===== src/source/axil_wb_pkg.sv =====
package axil_wb_pkg;

    // bus widths
    localparam int ADDR_W  = 32;
    localparam int DATA_W  = 32;
    localparam int STRB_W  = DATA_W / 8;
    localparam int ADR_LSB = $clog2(STRB_W); // byte offset bits inside a word

    // address map
    localparam logic [ADDR_W-1:0] REG_BASE  = 32'h0000_0000;
    localparam int                REG_WORDS = 8;
    localparam int                REG_AW    = $clog2(REG_WORDS);
    localparam logic [ADDR_W-1:0] RAM_BASE  = 32'h0000_1000;
    localparam int                RAM_WORDS = 256;
    localparam int                RAM_AW    = $clog2(RAM_WORDS);

    localparam logic [DATA_W-1:0] REGFILE_ID = 32'h5742_0001; // read-only word 0

    typedef enum logic [1:0] {
        OKAY   = 2'b00,
        SLVERR = 2'b10
    } axil_resp_e;

    typedef enum logic [2:0] {
        ST_IDLE,
        ST_WB_WRITE,
        ST_WB_READ,
        ST_RESP_B,
        ST_RESP_R
    } bridge_state_e;

    // master to slave
    typedef struct packed {
        logic [ADDR_W-1:0] awaddr;
        logic              awvalid;
        logic [DATA_W-1:0] wdata;
        logic [STRB_W-1:0] wstrb;
        logic              wvalid;
        logic              bready;
        logic [ADDR_W-1:0] araddr;
        logic              arvalid;
        logic              rready;
    } axil_req_t;

    // slave to master
    typedef struct packed {
        logic              awready;
        logic              wready;
        logic              bvalid;
        axil_resp_e        bresp;
        logic              arready;
        logic              rvalid;
        logic [DATA_W-1:0] rdata;
        axil_resp_e        rresp;
    } axil_rsp_t;

    typedef struct packed {
        logic [ADDR_W-1:0] adr;
        logic [DATA_W-1:0] wdat;
        logic [STRB_W-1:0] sel;
        logic              we;
        logic              stb;
        logic              cyc;
    } wb_req_t;

    typedef struct packed {
        logic [DATA_W-1:0] rdat;
        logic              ack;
        logic              err;
    } wb_rsp_t;

endpackage


===== src/source/axil2wb_bridge.sv =====
`timescale 1ns/1ps

module axil2wb_bridge (
    input  logic                   clk_i,
    input  logic                   rstn_i,
    input  axil_wb_pkg::axil_req_t axil_req_i,
    output axil_wb_pkg::axil_rsp_t axil_rsp_o,
    input  axil_wb_pkg::wb_rsp_t   wb_rsp_i,
    output axil_wb_pkg::wb_req_t   wb_req_o
);

    axil_wb_pkg::bridge_state_e state_q;

    logic write_req;
    logic read_req;
    logic wb_done;

    logic                           awready_q;
    logic                           wready_q;
    logic                           arready_q;
    logic                           bvalid_q;
    logic                           rvalid_q;
    axil_wb_pkg::axil_resp_e        bresp_q;
    axil_wb_pkg::axil_resp_e        rresp_q;
    logic [axil_wb_pkg::DATA_W-1:0] rdata_q;

    logic                           cyc_q;  // cyc and stb move together
    logic                           we_q;
    logic [axil_wb_pkg::ADDR_W-1:0] adr_q;
    logic [axil_wb_pkg::DATA_W-1:0] wdat_q;
    logic [axil_wb_pkg::STRB_W-1:0] sel_q;

    assign write_req = axil_req_i.awvalid & axil_req_i.wvalid;
    assign read_req  = axil_req_i.arvalid;
    assign wb_done   = wb_rsp_i.ack | wb_rsp_i.err;

    always_ff @(posedge clk_i) begin
        if (!rstn_i) begin
            state_q   <= axil_wb_pkg::ST_IDLE;
            awready_q <= 1'b0;
            wready_q  <= 1'b0;
            arready_q <= 1'b0;
            bvalid_q  <= 1'b0;
            rvalid_q  <= 1'b0;
            bresp_q   <= axil_wb_pkg::OKAY;
            rresp_q   <= axil_wb_pkg::OKAY;
            cyc_q     <= 1'b0;
            we_q      <= 1'b0;
        end else begin
            // readies are one-cycle pulses
            awready_q <= 1'b0;
            wready_q  <= 1'b0;
            arready_q <= 1'b0;
            case (state_q)
                axil_wb_pkg::ST_IDLE: begin
                    if (write_req) begin // writes win over reads
                        awready_q <= 1'b1;
                        wready_q  <= 1'b1;
                        cyc_q     <= 1'b1;
                        we_q      <= 1'b1;
                        state_q   <= axil_wb_pkg::ST_WB_WRITE;
                    end else if (read_req) begin
                        arready_q <= 1'b1;
                        cyc_q     <= 1'b1;
                        we_q      <= 1'b0;
                        state_q   <= axil_wb_pkg::ST_WB_READ;
                    end
                end
                axil_wb_pkg::ST_WB_WRITE: begin
                    if (wb_done) begin
                        cyc_q    <= 1'b0;
                        we_q     <= 1'b0;
                        bvalid_q <= 1'b1;
                        bresp_q  <= wb_rsp_i.err ? axil_wb_pkg::SLVERR : axil_wb_pkg::OKAY;
                        state_q  <= axil_wb_pkg::ST_RESP_B;
                    end
                end
                axil_wb_pkg::ST_WB_READ: begin
                    if (wb_done) begin
                        cyc_q    <= 1'b0;
                        rvalid_q <= 1'b1;
                        rresp_q  <= wb_rsp_i.err ? axil_wb_pkg::SLVERR : axil_wb_pkg::OKAY;
                        state_q  <= axil_wb_pkg::ST_RESP_R;
                    end
                end
                axil_wb_pkg::ST_RESP_B: begin
                    if (axil_req_i.bready) begin
                        bvalid_q <= 1'b0;
                        state_q  <= axil_wb_pkg::ST_IDLE;
                    end
                end
                axil_wb_pkg::ST_RESP_R: begin
                    if (axil_req_i.rready) begin
                        rvalid_q <= 1'b0;
                        state_q  <= axil_wb_pkg::ST_IDLE;
                    end
                end
                default: state_q <= axil_wb_pkg::ST_IDLE;
            endcase
        end
    end

    // address and data capture
    always_ff @(posedge clk_i) begin
        if (state_q == axil_wb_pkg::ST_IDLE) begin
            if (write_req) begin
                adr_q  <= axil_req_i.awaddr;
                wdat_q <= axil_req_i.wdata;
                sel_q  <= axil_req_i.wstrb;
            end else if (read_req) begin
                adr_q <= axil_req_i.araddr;
                sel_q <= '1; // full word read
            end
        end
        if (state_q == axil_wb_pkg::ST_WB_READ && wb_done) begin
            rdata_q <= wb_rsp_i.rdat;
        end
    end

    assign axil_rsp_o.awready = awready_q;
    assign axil_rsp_o.wready  = wready_q;
    assign axil_rsp_o.bvalid  = bvalid_q;
    assign axil_rsp_o.bresp   = bresp_q;
    assign axil_rsp_o.arready = arready_q;
    assign axil_rsp_o.rvalid  = rvalid_q;
    assign axil_rsp_o.rdata   = rdata_q;
    assign axil_rsp_o.rresp   = rresp_q;

    assign wb_req_o.adr  = adr_q;
    assign wb_req_o.wdat = wdat_q;
    assign wb_req_o.sel  = sel_q;
    assign wb_req_o.we   = we_q;
    assign wb_req_o.stb  = cyc_q;
    assign wb_req_o.cyc  = cyc_q;

endmodule


===== config.mk =====
export PLATFORM = sky130hd
export DESIGN_NAME = axil2wb_bridge
export DESIGN_NICKNAME = d
export VERILOG_FILES = /design/src/source/axil_wb_pkg.sv /design/src/source/axil2wb_bridge.sv
export SDC_FILE = /design/constraint.sdc
export NUM_CORES = 1
export LEC_CHECK = 0
export BUFFER_PORTS_ARGS = -buffer_cell sky130_fd_sc_hd__buf_2
export CORE_ASPECT_RATIO = 0.5
export CORE_MARGIN = 1
export CORE_UTILIZATION = 40
export DETAILED_ROUTE_END_ITERATION = 6
export PLACE_DENSITY = 0.83
export SYNTH_ARGS = -nofsm -noshare
export SYNTH_HDL_FRONTEND = slang
export SYNTH_SLANG_ARGS = --single-unit

===== constraint.sdc =====
create_clock -name clk_i -period 12.2 [get_ports clk_i]
set_input_delay 1.83 -clock clk_i [delete_from_list [all_inputs] [get_ports clk_i]]
set_output_delay 1.83 -clock clk_i [all_outputs]
set_load 0.01 [all_outputs]

# After elaboration in Yosys (flattened, before gate mapping)
# Index checks and enable logic that the tools add are counted.
[classes] n_reduce_logical=19 n_mux=26 bitwise=4 order_cmp=0 n_eq_ne=10 multipliers=0 shift=0 add_sub_neg=0 div_mod_pow=0
[op_table] op="32-bit 2-to-1 mux" count=2
[op_table] op="3-bit 2-to-1 mux" count=6
[op_table] op="3-bit case mux with 5 select lines" count=1
[op_table] op="3-bit AND reduction" count=4
[op_table] op="1-bit 2-to-1 mux" count=10
[op_table] op="2-bit AND reduction" count=5
[op_table] op="2-bit nonzero test" count=5
[op_table] op="4-bit 2-to-1 mux" count=2
[op_table] op="2-bit inequality test, second input constant" count=4
[op_table] op="1-bit case mux with 2 select lines" count=4
[op_table] op="3-bit by 2-bit equality test with 1-bit output, second input constant" count=2
[op_table] op="5-bit AND reduction" count=1
[op_table] op="3-bit by 1-bit equality test with 1-bit output, second input constant" count=1
[op_table] op="3-bit equality test, second input constant" count=1
[op_table] op="3-bit zero test" count=1
[op_table] op="3-bit inequality test, second input constant" count=1
[op_table] op="3-bit OR reduction" count=1
[op_table] op="2-bit 2-to-1 mux" count=1
[op_table] op="2-bit by 1-bit inequality test with 1-bit output, second input constant" count=1
[op_table] op="1-bit NOT" count=2
[op_table] op="2-bit OR reduction" count=1
[op_table] op="1-bit AND" count=1
[op_table] op="1-bit logical AND" count=1
[op_table] op="1-bit bitwise OR" count=1
[word_totals] latch_bits=0 inputBits=141 elab_cells=72 reg_bits=113 rom_bits=0 memories=0 ram_bits=0 out_inout_bits=112

# Logic depth before layout (Yosys ltp)
# Gate-level depths: netlist of run 1.
[depth] word_depth=4 ltp_mapped=5 ltp_nobuf=4

# Worst setup path before layout of run 1
# Ideal clock, no wire load.
[synth_timing] kind="input to register" start="input port wb_rsp_i[0] (netlist bit)" end="register rdata_q[0] (netlist bit) (enable)" arrival_time_ns=4.973 slack_ns=6.726 setup_ns=0.501 stages=2 cell_sequence="nor2_1 > nor4_1"
[synth_via] elab_chain_cells=2
[synth_rtl] element="start: declaration" line="axil2wb_bridge.sv:8" source="input axil_wb_pkg::wb_rsp_t wb_rsp_i,"
[synth_rtl] element="1-bit bitwise OR" line="axil2wb_bridge.sv:35" source="assign wb_done = wb_rsp_i.ack | wb_rsp_i.err;"
[synth_rtl] element="1-bit logical AND" line="axil2wb_bridge.sv:115" source="if (state_q == axil_wb_pkg::ST_WB_READ && wb_done) begin"
[synth_rtl] element="end signal: assignment" line="axil2wb_bridge.sv:116" source="rdata_q <= wb_rsp_i.rdat;"
[synth_rtl] element="end: declaration" line="axil2wb_bridge.sv:25" source="logic [axil_wb_pkg::DATA_W-1:0] rdata_q;"
# No other way between the ends.
# A chain may end at the register's enable or synchronous reset.

# Worst setup path in the final report of run 1
[layout_timing] start="input port axil_req_i[72] (netlist bit)" end="register wdat_q[5] (netlist bit) (enable)"
[layout_via] elab_chain_cells=2
[layout_rtl] element="start: declaration" line="axil2wb_bridge.sv:6" source="input axil_wb_pkg::axil_req_t axil_req_i,"
[layout_rtl] element="1-bit AND" line="axil2wb_bridge.sv:33" source="assign write_req = axil_req_i.awvalid & axil_req_i.wvalid;"
[layout_rtl] element="2-bit AND reduction (no source line)"
[layout_rtl] element="end signal: assignment" line="axil2wb_bridge.sv:108" source="wdat_q <= axil_req_i.wdata;"
[layout_rtl] element="end: declaration" line="axil2wb_bridge.sv:30" source="logic [axil_wb_pkg::DATA_W-1:0] wdat_q;"
# No other way between the ends.

==> metrics.log, run 1 <==
[metrics] run status: completed
[metrics] count of mapped cells out of synthesis: 219
[metrics] number of placement rows: 25
[metrics] count of endpoints failing hold in the final timing report: 0
[metrics] type of element capturing the critical path: register
[metrics] path category of the worst min-delay check: register to register
[metrics] worst-case clock buffer depth: 2
[metrics] setup repair bufs after CTS: 0
[metrics] met3 wirelength from detailed routing: 449 um
[metrics] wire length of the first global-routing pass: 14.1 mm
[metrics] Final Total Pwr: 0.946 mW
[metrics] combined area of the multi-input logic cells: 766 sq um
[metrics] number of nets with antenna violations after routing: 0
[metrics] CTS tree: yes
[metrics] Req. time, crit path: 12.21 ns
[metrics] actual transition at the worst max-transition pin: 0.690 ns
[metrics] highest-count cells in the layout ignoring fill and taps: sky130_fd_sc_hd__buf_2 (250), sky130_fd_sc_hd__edfxtp_1 (100), sky130_fd_sc_hd__mux2_1 (33)
[metrics] clk_skew: 0.00999 ns
[metrics] number of sinks driven by the clock tree: 111
[metrics] Avg Inst Size Synth: 18.6 sq um
[metrics] dominant combinational cell family by area after synthesis: multiplexers
[metrics] area share of the largest cell type after synthesis: 73.5%
[metrics] count of different cell masters after synthesis: 37
[metrics] number of flip-flops and latches in the synthesized netlist: 111
[metrics] share of the synthesized netlist area taken by xor and xnor gates: 0.214%
[metrics] Worst Path Max Fanout: 37
[metrics] clock slew at reported path FFs: 0.08 ns
[metrics] final weighted congestion in routability-driven placement: 0.772
[metrics] Maximum Capacitance Violations: 0
[metrics] Post-DP HPWL: 7.38 mm
[metrics] cell leakage power: 2.46 nW
[metrics] Fillers: 795
[metrics] cts repair resizes: 0
[metrics] Crit Path Category: input pin to register
[metrics] floorplan die height: 73.5 um
[metrics] Root Buffer Master: sky130_fd_sc_hd__clkbuf_16
[metrics] Diodes inserted: 0
[metrics] Avg WL per Cell: 15.8 um
[metrics] placeable core region: 0.00967 sq mm
[metrics] number of violations reported at the end of detailed-routing iteration 0: 102
[metrics] main area contributors after synthesis: sky130_fd_sc_hd__edfxtp_1 (74%), sky130_fd_sc_hd__mux2_1 (9.1%), sky130_fd_sc_hd__dfxtp_1 (5.4%)
[metrics] initial core utilization: 42.3%
[metrics] share of synthesized area occupied by flip-flops and latches: 78.9%
[metrics] DR pass1 iterations: 4
[metrics] most area-hungry cell type in the Yosys netlist: sky130_fd_sc_hd__edfxtp_1
[metrics] post-synthesis share of cell area spent on and, or, nand and nor gates: 4.78%
[metrics] data arrival time of the worst path: 2.93 ns
[metrics] global router's overall resource usage: 18.3%
[metrics] length of routed met2 wiring: 5.26 mm
[metrics] Max Clk Rate: 0.342 GHz
[metrics] number of clock buffers inserted by TritonCTS: 9
[metrics] remaining max-slew budget at the tightest pin: 53.9%
[metrics] Syn-to-layout area delta: 41.1%
[metrics] final critical-path share of the clock period: 24.0%
[metrics] Setup crit start kind: input pin
[metrics] PortBufs: 250
[metrics] worst ir drop on vdd: 86.4 uV
[metrics] Clock Latency Late Sink: 0.35 ns
[metrics] via count of the first global-routing pass: 2758
[metrics] Post-Route M1 WL: 3.74 mm
[metrics] Cell Pwr Density: 164 mW/mm^2
[metrics] post-synthesis mux area share: 9.10%
[metrics] top layer in use: met4
[metrics] Final Max Tran Viols: 0
[metrics] most common cell after layout, fill and taps aside: sky130_fd_sc_hd__buf_2
[metrics] routed via count divided by cell count: 4.46
[metrics] initial antenna violation count: 0
[metrics] final routed wirelength across all metal layers: 9.57 mm
[metrics] number of top-level pins: 253
[metrics] post-synthesis compound-gate area fraction: 3.89%
[metrics] count of placed standard cells in the final layout, fillers left out: 607
[metrics] die width: 145 um
[metrics] Cells after DPL: 591
[metrics] RSZ-0062 raised after global routing: false
[metrics] total area of sequential cells: 0.00322 sq mm
[metrics] arithmetic-cell share of the synthesized area counting full adders, half adders and majority gates: 0%
[metrics] Residual DRC: 0
[metrics] total via count in the routed design: 2706
[metrics] cell area after technology mapping: 0.00408 sq mm
[metrics] shortest period the worst path allows: 2.93 ns
[metrics] hold-fix buffer count after cts: 0
[metrics] Max H-tree Level: 3
[metrics] # setup viols final: 0
[metrics] Yosys Warn Count: 0
[metrics] ratio of cells with drive above 1 in the final layout: 58.9%
[metrics] aggregate global routing overflow: 0
[metrics] largest net degree at the start of global routing: 38
[metrics] DIE AREA: 0.0106 sq mm
[metrics] post-layout net count: 608
[metrics] accumulated negative setup slack: 0 ns
[power by group]
group	leakage, nW	internal (mW)	total, mW	switching (mW)
combinational	1.29	0.0619	0.146	0.0840
clock	0.154	0.166	0.310	0.144
sequential	1.02	0.471	0.490	0.0197
total	2.46	0.698	0.946	0.248
[cell type report]
type / count / area share [%]
multi-input combinational: 90 / 13.3
timing repair buffer: 253 / 22.1
sequential: 111 / 55.9
clock inverter: 7 / 1.72
inverter: 2 / 0.130
tap: 135 / 2.93
clock buffer: 9 / 3.91
[synthesized netlist by cell type]
| cell type | number |
|---|---|
| sky130_fd_sc_hd__o211a_1 | 1 |
| sky130_fd_sc_hd__a2111oi_2 | 1 |
| sky130_fd_sc_hd__a22oi_1 | 2 |
| sky130_fd_sc_hd__and2_1 | 2 |
| sky130_fd_sc_hd__a211oi_1 | 2 |
| sky130_fd_sc_hd__nor4b_1 | 1 |
| sky130_fd_sc_hd__a21oi_2 | 1 |
| sky130_fd_sc_hd__nor3b_2 | 1 |
| sky130_fd_sc_hd__nor4_2 | 2 |
| sky130_fd_sc_hd__mux2_1 | 33 |
| sky130_fd_sc_hd__nand2_4 | 1 |
| sky130_fd_sc_hd__a211o_1 | 1 |
| sky130_fd_sc_hd__and3_1 | 1 |
| sky130_fd_sc_hd__a21oi_1 | 5 |
| sky130_fd_sc_hd__nor3b_1 | 1 |
| sky130_fd_sc_hd__a32oi_1 | 1 |
| sky130_fd_sc_hd__o21a_1 | 2 |
| sky130_fd_sc_hd__dfxtp_1 | 11 |
| sky130_fd_sc_hd__nor2_1 | 6 |
| sky130_fd_sc_hd__conb_1 | 1 |
| sky130_fd_sc_hd__clkbuf_1 | 1 |
| sky130_fd_sc_hd__or2_1 | 4 |
| sky130_fd_sc_hd__nand2_1 | 6 |
| sky130_fd_sc_hd__o21ai_1 | 2 |
| sky130_fd_sc_hd__buf_6 | 1 |
| sky130_fd_sc_hd__nand2_2 | 1 |
| sky130_fd_sc_hd__xor2_1 | 1 |
| sky130_fd_sc_hd__edfxtp_1 | 100 |
| sky130_fd_sc_hd__buf_2 | 5 |
| sky130_fd_sc_hd__buf_4 | 10 |
| sky130_fd_sc_hd__a211oi_2 | 1 |
| sky130_fd_sc_hd__nor2b_1 | 3 |
| sky130_fd_sc_hd__o21ai_0 | 3 |
| sky130_fd_sc_hd__nand3_1 | 1 |
| sky130_fd_sc_hd__nor4_1 | 1 |
| sky130_fd_sc_hd__inv_1 | 2 |
| sky130_fd_sc_hd__nor3_1 | 1 |
[cells by family (layout without fill, tap and decap cells)]
logic type / count (synthesis) / in the layout
flops: 111 / 111
mux: 33 / 33
simple gates: 32 / 32
compound gates: 22 / 22
buf+inv: 19 / 271
other cells: 1 / 2
xor+xnor: 1 / 1
[worst paths after layout]
check / to / slack (ns) / startpoint / cells after the start
worst min-delay path: rvalid_q / 0.49 / rvalid_q / 2
worst min register to register: rvalid_q / 0.49 / rvalid_q / 2
worst max register to register: rdata_q[5] / 10.23 / state_q[1] / 3
worst max-delay path: wdat_q[5] / 9.27 / axil_req_i[72] / 4
[sequential cells by signal, indices dropped and copies added (netlist names)]
| register | count |
|---|---|
| adr_q | 32 |
| rdata_q | 32 |
| wdat_q | 32 |
| sel_q | 4 |
| state_q | 3 |
| arready_q | 1 |
| bresp_q | 1 |
| bvalid_q | 1 |
| cyc_q | 1 |
| rresp_q | 1 |
| rvalid_q | 1 |
| we_q | 1 |
| wready_q | 1 |
[routing by layer]
layer | track usage, % | vias to the layer above
li1 | - | 1325
met1 | 21.2 | 1276
met2 | 33.9 | 93
met5 | 0 | -
met3 | 4.43 | 12
met4 | 5.73 | 0
[critical path, stage by stage]
cell	delay, ns
sky130_fd_sc_hd__buf_2	0.14
sky130_fd_sc_hd__nand2_4	0.28
sky130_fd_sc_hd__nor4_4	0.24
sky130_fd_sc_hd__buf_4	0.41
[metrics by stage]
stage                     hold WS [ns]  utilization, %  setup slack, ns  area (sq um)
final                            0.492            59.6             9.27          5760
after CTS                        0.498            59.6             9.25          5760
after global placement           0.480            56.3             8.93          5440
after floorplan                  0.449               -             6.73          4090
after global routing             0.514            59.6             9.15          5760
after detailed placement         0.489            56.3             8.88          5440
No activity file was read; power rests on OpenSTA's default activity.
==> inputs of run 2 (changes only) <==
--- a/config.mk
+++ b/config.mk
@@ -5,6 +5,7 @@
 export SDC_FILE = /design/constraint.sdc
 export NUM_CORES = 1
 export LEC_CHECK = 0
+export ABC_AREA = 1
 export BUFFER_PORTS_ARGS = -buffer_cell sky130_fd_sc_hd__buf_2
 export CORE_ASPECT_RATIO = 0.5
 export CORE_MARGIN = 1
==> constraint.sdc (replaced) <==
create_clock -name clk_i -period 2.9 [get_ports clk_i]
set_input_delay 0.435 -clock clk_i [delete_from_list [all_inputs] [get_ports clk_i]]
set_output_delay 0.435 -clock clk_i [all_outputs]
set_load 0.01 [all_outputs]
==> run 2 against run 1 <==
Compared with the run above: critical path depth is 2 higher; setup slack worse by 8.4 ns; non-clock buffer count up 2; combinational power grew to 7.3 times the previous value; total power rose to 4.7 times the previous value; hold slack got worse by 0.22 ns.
==> metrics.log, run 2 <==
[metrics] relative contribution of the clock network to total power: 25.2% (was 32.7%)
[metrics] number of violations reported at the end of detailed-routing iteration 0: 165 (was 102)
[metrics] Final Total Pwr: 4.47 mW (was 0.946 mW)
[metrics] Post-synth top cells: sky130_fd_sc_hd__nand2_1 (118), sky130_fd_sc_hd__edfxtp_1 (100), sky130_fd_sc_hd__dfxtp_1 (11), sky130_fd_sc_hd__inv_1 (11), sky130_fd_sc_hd__nor2_1 (11) (was sky130_fd_sc_hd__edfxtp_1 (100), sky130_fd_sc_hd__mux2_1 (33), sky130_fd_sc_hd__dfxtp_1 (11))
[metrics] die width: 144 um (was 145 um)
[metrics] placeable core region: 0.00957 sq mm (was 0.00967 sq mm)
[metrics] Diodes inserted: 0 (unchanged)
[metrics] Crit Path Category: register to register (was input pin to register)
[metrics] initial core utilization: 41.9% (was 42.3%)
[metrics] Max H-tree Level: 3 (unchanged)
[metrics] highest-count cells in the layout ignoring fill and taps: sky130_fd_sc_hd__buf_2 (250), sky130_fd_sc_hd__nand2_1 (118), sky130_fd_sc_hd__edfxtp_1 (100) (was sky130_fd_sc_hd__buf_2 (250), sky130_fd_sc_hd__edfxtp_1 (100), sky130_fd_sc_hd__mux2_1 (33))
[metrics] count of different cell masters after synthesis: 20 (was 37)
[metrics] Yosys Warn Count: 0 (unchanged)
[metrics] asr flop ratio synth: 0% (unchanged)
[metrics] Post-DP HPWL: 7.13 mm (was 7.38 mm)
[metrics] area share of the largest cell type after synthesis: 74.9% (was 73.5%)
[metrics] post-synthesis compound-gate area fraction: 1.50% (was 3.89%)
[metrics] Cells after DPL: 670 (was 591)
[metrics] hold-fix buffer count after cts: 0 (unchanged)
[metrics] cell area after placement: 0.00537 sq mm (was 0.00544 sq mm)
[metrics] count of mapped cells out of synthesis: 296 (was 219)
[metrics] dominant combinational cell family by area after synthesis: simple AND/OR/NAND/NOR gates (was multiplexers)
[metrics] Clock Latency Late Sink: 0.33 ns (was 0.35 ns)
[metrics] wire length of the first global-routing pass: 13.7 mm (was 14.1 mm)
[metrics] Maximum Capacitance Violations: 0 (unchanged)
[metrics] number of sinks driven by the clock tree: 111 (unchanged)
[metrics] aggregate global routing overflow: 0 (unchanged)
[metrics] worst-case clock buffer depth: 2 (unchanged)
[metrics] data arrival time of the worst path: 2.01 ns (was 2.93 ns)
[metrics] Avg Inst Size Synth: 13.5 sq um (was 18.6 sq um)
[metrics] largest net degree at the start of global routing: 35 (was 38)
[metrics] Max Clk Rate: 0.496 GHz
[metrics] post-route cell area: 0.00564 sq mm (was 0.00576 sq mm)
[metrics] Root Buffer Master: sky130_fd_sc_hd__clkbuf_16 (unchanged)
[metrics] final routed wirelength across all metal layers: 9.13 mm (was 9.57 mm)
[metrics] Setup crit start kind: register (was input pin)
[metrics] Worst Path Max Fanout: 29 (was 37)
[metrics] share of the synthesized netlist area taken by xor and xnor gates: 0% (was 0.214%)
[metrics] cell leakage power: 2.62 nW (was 2.46 nW)
[metrics] ratio of cells with drive above 1 in the final layout: 50.7% (was 58.9%)
[metrics] final worst-path setup slack: 0.883 ns (was 9.27 ns)
[metrics] count of placed standard cells in the final layout, fillers left out: 685 (was 607)
[metrics] cell area after technology mapping: 0.00401 sq mm (was 0.00408 sq mm)
[metrics] count of endpoints failing hold in the final timing report: 0 (unchanged)
[metrics] type of element capturing the critical path: register (unchanged)
[metrics] final cell utilization of the core: 58.9% (was 59.6%)
[metrics] cts repair resizes: 0 (unchanged)
[metrics] tightest hold margin: 0.270 ns (was 0.492 ns)
[metrics] via count of the first global-routing pass: 2794 (was 2758)
[metrics] number of flip-flops and latches in the synthesized netlist: 111 (unchanged)
[metrics] # setup viols final: 0 (unchanged)
[metrics] DR pass1 iterations: 4 (unchanged)
[metrics] post-synthesis mux area share: 0% (was 9.10%)
[metrics] most area-hungry cell type in the Yosys netlist: sky130_fd_sc_hd__edfxtp_1 (unchanged)
[metrics] shortest period the worst path allows: 2.02 ns
[metrics] post-place setup slack: 0.910 ns (was 8.88 ns)
[metrics] global router's overall resource usage: 17.5% (was 18.3%)
[metrics] path category of the worst min-delay check: input pin to register (was register to register)
[metrics] floorplan die height: 72.8 um (was 73.5 um)
[metrics] final weighted congestion in routability-driven placement: 0.823 (was 0.772)
[metrics] clock slew at reported path FFs: 0.07 ns (was 0.08 ns)
[metrics] Comb pwr share: 23.8% (was 15.4%)
[metrics] Final Max Tran Viols: 0 (unchanged)
[metrics] commonest register cell after synthesis: sky130_fd_sc_hd__edfxtp_1 (unchanged)
[metrics] RSZ-0062 raised after global routing: false (unchanged)
[metrics] number of clock buffers inserted by TritonCTS: 9 (unchanged)
[metrics] post-layout net count: 687 (was 608)
[metrics] worst ir drop on vdd: 338 uV (was 86.4 uV)
[metrics] Req. time, crit path: 2.89 ns (was 12.21 ns)
[metrics] post-synthesis share of cell area spent on and, or, nand and nor gates: 14.1% (was 4.78%)
[metrics] sw frac: 29.6% (was 26.2%)
[metrics] arithmetic-cell share of the synthesized area counting full adders, half adders and majority gates: 0% (unchanged)
[metrics] main area contributors after synthesis: sky130_fd_sc_hd__edfxtp_1 (75%), sky130_fd_sc_hd__nand2_1 (11%), sky130_fd_sc_hd__dfxtp_1 (5.5%) (was sky130_fd_sc_hd__edfxtp_1 (74%), sky130_fd_sc_hd__mux2_1 (9.1%), sky130_fd_sc_hd__dfxtp_1 (5.4%))
[metrics] run status: completed (unchanged)
[metrics] number of placement rows: 25 (unchanged)
[metrics] accumulated negative setup slack: 0 ns (unchanged)
[metrics] most common cell in the synthesized netlist: sky130_fd_sc_hd__nand2_1 (was sky130_fd_sc_hd__edfxtp_1)
[metrics] number of top-level pins: 253 (unchanged)
[metrics] Residual DRC: 0 (unchanged)
[metrics] sequential fraction of design power: 51.0% (was 51.8%)
[metrics] setup repair bufs after CTS: 0 (unchanged)
[metrics] final critical-path share of the clock period: 69.6%
[metrics] DIE AREA: 0.0105 sq mm (was 0.0106 sq mm)
[metrics] Avg WL per Cell: 13.3 um (was 15.8 um)
[metrics] share of synthesized area occupied by flip-flops and latches: 80.4% (was 78.9%)
[metrics] leading registers by flop count: adr_q: 32 flops, rdata_q: 32 flops, wdat_q: 32 flops (unchanged)
[metrics] number of nets with antenna violations after routing: 0 (unchanged)
[metrics] CTS tree: yes (unchanged)
[metrics] initial antenna violation count: 0 (unchanged)
[metrics] count of flip-flops with a built-in enable after synthesis: 100 (unchanged)
[metrics] total via count in the routed design: 2949 (was 2706)
[metrics] routed via count divided by cell count: 4.31 (was 4.46)
[metrics] clk_skew: 0.00775 ns (was 0.00999 ns)
[metrics] internal power contribution: 3.15 mW (was 0.698 mW)
[metrics] net switching power of the design: 1.32 mW (was 0.248 mW)
[metrics] most common cell after layout, fill and taps aside: sky130_fd_sc_hd__buf_2 (unchanged)
[metrics] Cell Pwr Density: 793 mW/mm^2 (was 164 mW/mm^2)
[metrics] Syn-to-layout area delta: 40.6% (was 41.1%)
[metrics] PortBufs: 250 (unchanged)
## run 2: cell types whose count changed after synthesis, sizes merged, moves of 3 or more
cell,previous run,this run
nand2,8,118
nand3,1,7
nor4,3,0
inv,2,12
mux2,33,0
nor2,6,11
a211oi,3,0
nor2b,3,0
## run 2: cell type report
class | count | area (sq um)
Clock inverter | 6 | 45.0
Clock buffer | 9 | 225
Fill cell | 806 | 3930
Multi-Input combinational cell | 156 | 638
Inverter | 13 | 48.8
Timing Repair Buffer | 255 | 1290
Tap cell | 135 | 169
Sequential cell | 111 | 3220
## run 2: power by group through the flow
stage	logic [mW]	clock network (mW)	registers, mW
floorplan	0.406	0	2.49
global placement	1.04	0	2.31
detailed placement	1.07	0	2.32
CTS	1.08	1.15	2.29
global route	1.16	1.21	2.32
finish	1.06	1.13	2.28
## run 2: cell families (layout without fill, tap and decap cells)
family,after synthesis,in the layout
other cells,1,2
simple gates,142,142
flops,111,111
buf+inv,30,283
compound gates,12,12
## run 2: routing by layer
metal | track usage [%] | up-vias | share of wire [%]
li1 | - | 1484 | -
met1 | 20.4 | 1366 | 40
met2 | 32.2 | 91 | 55
met3 | 5.05 | 8 | 4.3
met4 | 4.26 | 0 | 0.93
met5 | 0 | - | 0
## run 2: path summary, 6_finish.rpt
check	slack [ns]	from	depth (start not counted)	end
worst max-delay path	0.88	state_q[0]	6	sel_q[1]
worst min-delay path	0.27	wb_rsp_i[25]	1	rdata_q[23]
worst max register to register	0.88	state_q[0]	6	sel_q[1]
worst min register to register	0.47	bvalid_q	2	bvalid_q
## run 2: critical path, cell delays in order, from the launching register on
cell and delay (ns):
sky130_fd_sc_hd__dfxtp_1 0.35, sky130_fd_sc_hd__nor2_1 0.25, sky130_fd_sc_hd__nand2_1 0.20, sky130_fd_sc_hd__inv_1 0.12
sky130_fd_sc_hd__o21ai_1 0.09, sky130_fd_sc_hd__inv_1 0.25, sky130_fd_sc_hd__buf_4 0.41
==> inputs of run 3 (changes only) <==
==> constraint.sdc (replaced) <==
create_clock -name clk_i -period 1.93 [get_ports clk_i]
set_input_delay 0.2895 -clock clk_i [delete_from_list [all_inputs] [get_ports clk_i]]
set_output_delay 0.2895 -clock clk_i [all_outputs]
set_load 0.01 [all_outputs]
==> run 3 against run 2 <==
Compared with the run above: sequential cell count is the same; largest cell class unchanged; critical endpoint is now adr_q[17]; clock skew shrank 0.0022 ns; total power grew 52%; critical path depth is the same.
==> metrics.log, run 3 (synthesis results as in run 2) <==
[metrics] path category of the worst min-delay check: input pin to register (unchanged)
[metrics] worst-case clock buffer depth: 2 (unchanged)
[metrics] count of endpoints failing hold in the final timing report: 0 (unchanged)
[metrics] total via count in the routed design: 3006 (was 2949)
[metrics] via count of the first global-routing pass: 2746 (was 2794)
[metrics] most common cell after layout, fill and taps aside: sky130_fd_sc_hd__buf_2 (unchanged)
[metrics] number of nets with antenna violations after routing: 0 (unchanged)
[metrics] hold-fix buffer count after cts: 0 (unchanged)
[metrics] sw frac: 29.8% (was 29.6%)
[metrics] RSZ-0062 raised after global routing: false (unchanged)
[metrics] initial core utilization: 41.9% (unchanged)
[metrics] Setup crit start kind: register (unchanged)
[metrics] final critical-path share of the clock period: 87.5% (was 69.6%)
[metrics] final routed wirelength across all metal layers: 9.28 mm (was 9.13 mm)
[metrics] Cells after DPL: 673 (was 670)
[metrics] CTS tree: yes (unchanged)
[metrics] Maximum Capacitance Violations: 0 (unchanged)
[metrics] die width: 144 um (unchanged)
[metrics] DR pass1 iterations: 4 (unchanged)
[metrics] count of placed standard cells in the final layout, fillers left out: 689 (was 685)
[metrics] Max H-tree Level: 3 (unchanged)
[metrics] run status: completed (unchanged)
[metrics] # setup viols final: 0 (unchanged)
[metrics] number of top-level pins: 253 (unchanged)
[metrics] Comb pwr share: 24.0% (was 23.8%)
[metrics] Worst Path Max Fanout: 22 (was 29)
[metrics] Post-DP HPWL: 7.21 mm (was 7.13 mm)
[metrics] type of element capturing the critical path: register (unchanged)
[metrics] worst ir drop on vdd: 666 uV (was 338 uV)
[metrics] relative contribution of the clock network to total power: 25.6% (was 25.2%)
[metrics] wire length of the first global-routing pass: 13.2 mm (was 13.7 mm)
[metrics] cts repair resizes: 0 (unchanged)
[metrics] net switching power of the design: 2.03 mW (was 1.32 mW)
[metrics] setup repair bufs after CTS: 0 (unchanged)
[metrics] largest net degree at the start of global routing: 35 (unchanged)
[metrics] internal power contribution: 4.78 mW (was 3.15 mW)
[metrics] number of clock buffers inserted by TritonCTS: 9 (unchanged)
[metrics] shortest period the worst path allows: 1.69 ns (was 2.02 ns)
[metrics] Cell Pwr Density: 1200 mW/mm^2 (was 793 mW/mm^2)
[metrics] Final Max Tran Viols: 0 (unchanged)
[metrics] global router's overall resource usage: 17.1% (was 17.5%)
[metrics] Syn-to-layout area delta: 42.0% (was 40.6%)
[metrics] DIE AREA: 0.0105 sq mm (unchanged)
[metrics] Diodes inserted: 0 (unchanged)
[metrics] accumulated negative setup slack: 0 ns (unchanged)
[metrics] Max Clk Rate: 0.592 GHz (was 0.496 GHz)
[metrics] initial antenna violation count: 0 (unchanged)
[metrics] number of placement rows: 25 (unchanged)
[metrics] number of sinks driven by the clock tree: 111 (unchanged)
[metrics] post-layout net count: 690 (was 687)
[metrics] clk_skew: 0.00555 ns (was 0.00775 ns)
[metrics] placeable core region: 0.00957 sq mm (unchanged)
[metrics] Residual DRC: 0 (unchanged)
[metrics] Root Buffer Master: sky130_fd_sc_hd__clkbuf_16 (unchanged)
[metrics] clock slew at reported path FFs: 0.07 ns (about the same)
[metrics] floorplan die height: 72.8 um (unchanged)
[metrics] aggregate global routing overflow: 0 (unchanged)
[metrics] Avg WL per Cell: 13.5 um (was 13.3 um)
[metrics] ratio of cells with drive above 1 in the final layout: 50.9% (was 50.7%)
[metrics] Clock Latency Late Sink: 0.33 ns (about the same)
[metrics] cell leakage power: 2.65 nW (was 2.62 nW)
[metrics] Crit Path Category: register to register (unchanged)
[metrics] routed via count divided by cell count: 4.36 (was 4.31)
[metrics] Req. time, crit path: 1.94 ns (was 2.89 ns)
[metrics] final weighted congestion in routability-driven placement: 0.744 (was 0.823)
[metrics] leading registers by flop count: adr_q: 32 flops, rdata_q: 32 flops, wdat_q: 32 flops (unchanged)
[metrics] data arrival time of the worst path: 1.70 ns (was 2.01 ns)
[metrics] highest-count cells in the layout ignoring fill and taps: sky130_fd_sc_hd__buf_2 (250), sky130_fd_sc_hd__nand2_1 (118), sky130_fd_sc_hd__edfxtp_1 (100) (unchanged)
[metrics] number of violations reported at the end of detailed-routing iteration 0: 138 (was 165)
[metrics] PortBufs: 250 (unchanged)
[metrics] sequential fraction of design power: 50.4% (was 51.0%)
run 3: power groups by stage:
stage          clock network, mW  registers (mW)  logic [mW]
5_1_grt                     1.86            3.48        1.79
4_1_cts                     1.79            3.44        1.65
3_5_place_dp                   0            3.49        1.64
6_report                    1.74            3.43        1.63
3_3_place_gp                   0            3.46        1.60
2_1_floorplan                  0            3.74       0.616
run 3: stage by stage:
stage	area [sq um]	util [%]	worst slack, ns	hold slack [ns]	total power, mW
floorplan	4020	-	-0.0119	0.388	4.36
global placement	5410	56.5	0.345	0.446	5.06
detailed placement	5410	56.5	0.259	0.455	5.13
CTS	5690	59.5	0.247	0.112	6.87
global route	5690	59.5	0.0660	0.107	7.13
finish	5690	59.5	0.241	0.126	6.80
run 3: area by class of cell:
cell class	count	area, sq um
fill	788	3880
tap	135	169
sequential	111	3220
inverter	13	48.8
multi-input combinational	156	643
clock inverter	6	57.6
clock buffer	10	229
timing repair buffer	258	1320
run 3: worst max-delay path, stage by stage (launching register included):
cell and delay [ns]:
sky130_fd_sc_hd__dfxtp_1 0.36, sky130_fd_sc_hd__nor2_1 0.23, sky130_fd_sc_hd__nand2_1 0.20, sky130_fd_sc_hd__inv_1 0.11, sky130_fd_sc_hd__o21ai_1 0.09, sky130_fd_sc_hd__inv_1 0.08
sky130_fd_sc_hd__buf_4 0.30
run 3: worst paths after layout:
| path | slack [ns] | from | depth (start not counted) | end |
|---|---|---|---|---|
| setup / recovery | 0.24 | state_q[0] | 6 | adr_q[17] |
| hold / removal | 0.13 | wb_rsp_i[26] | 1 | rdata_q[24] |
| setup reg to reg | 0.24 | state_q[0] | 6 | adr_q[17] |
| hold reg to reg | 0.46 | bresp_q[1] | 2 | bresp_q[1] |
run 3: per-layer routing:
layer / GRT usage [%] / vias up / wire, um
met2: 31.6 / 100 / 5070
met4: 4.14 / 0 / 89
met5: 0 / - / 0
met1: 19.8 / 1404 / 3680
met3: 4.92 / 8 / 441
li1: - / 1494 / -
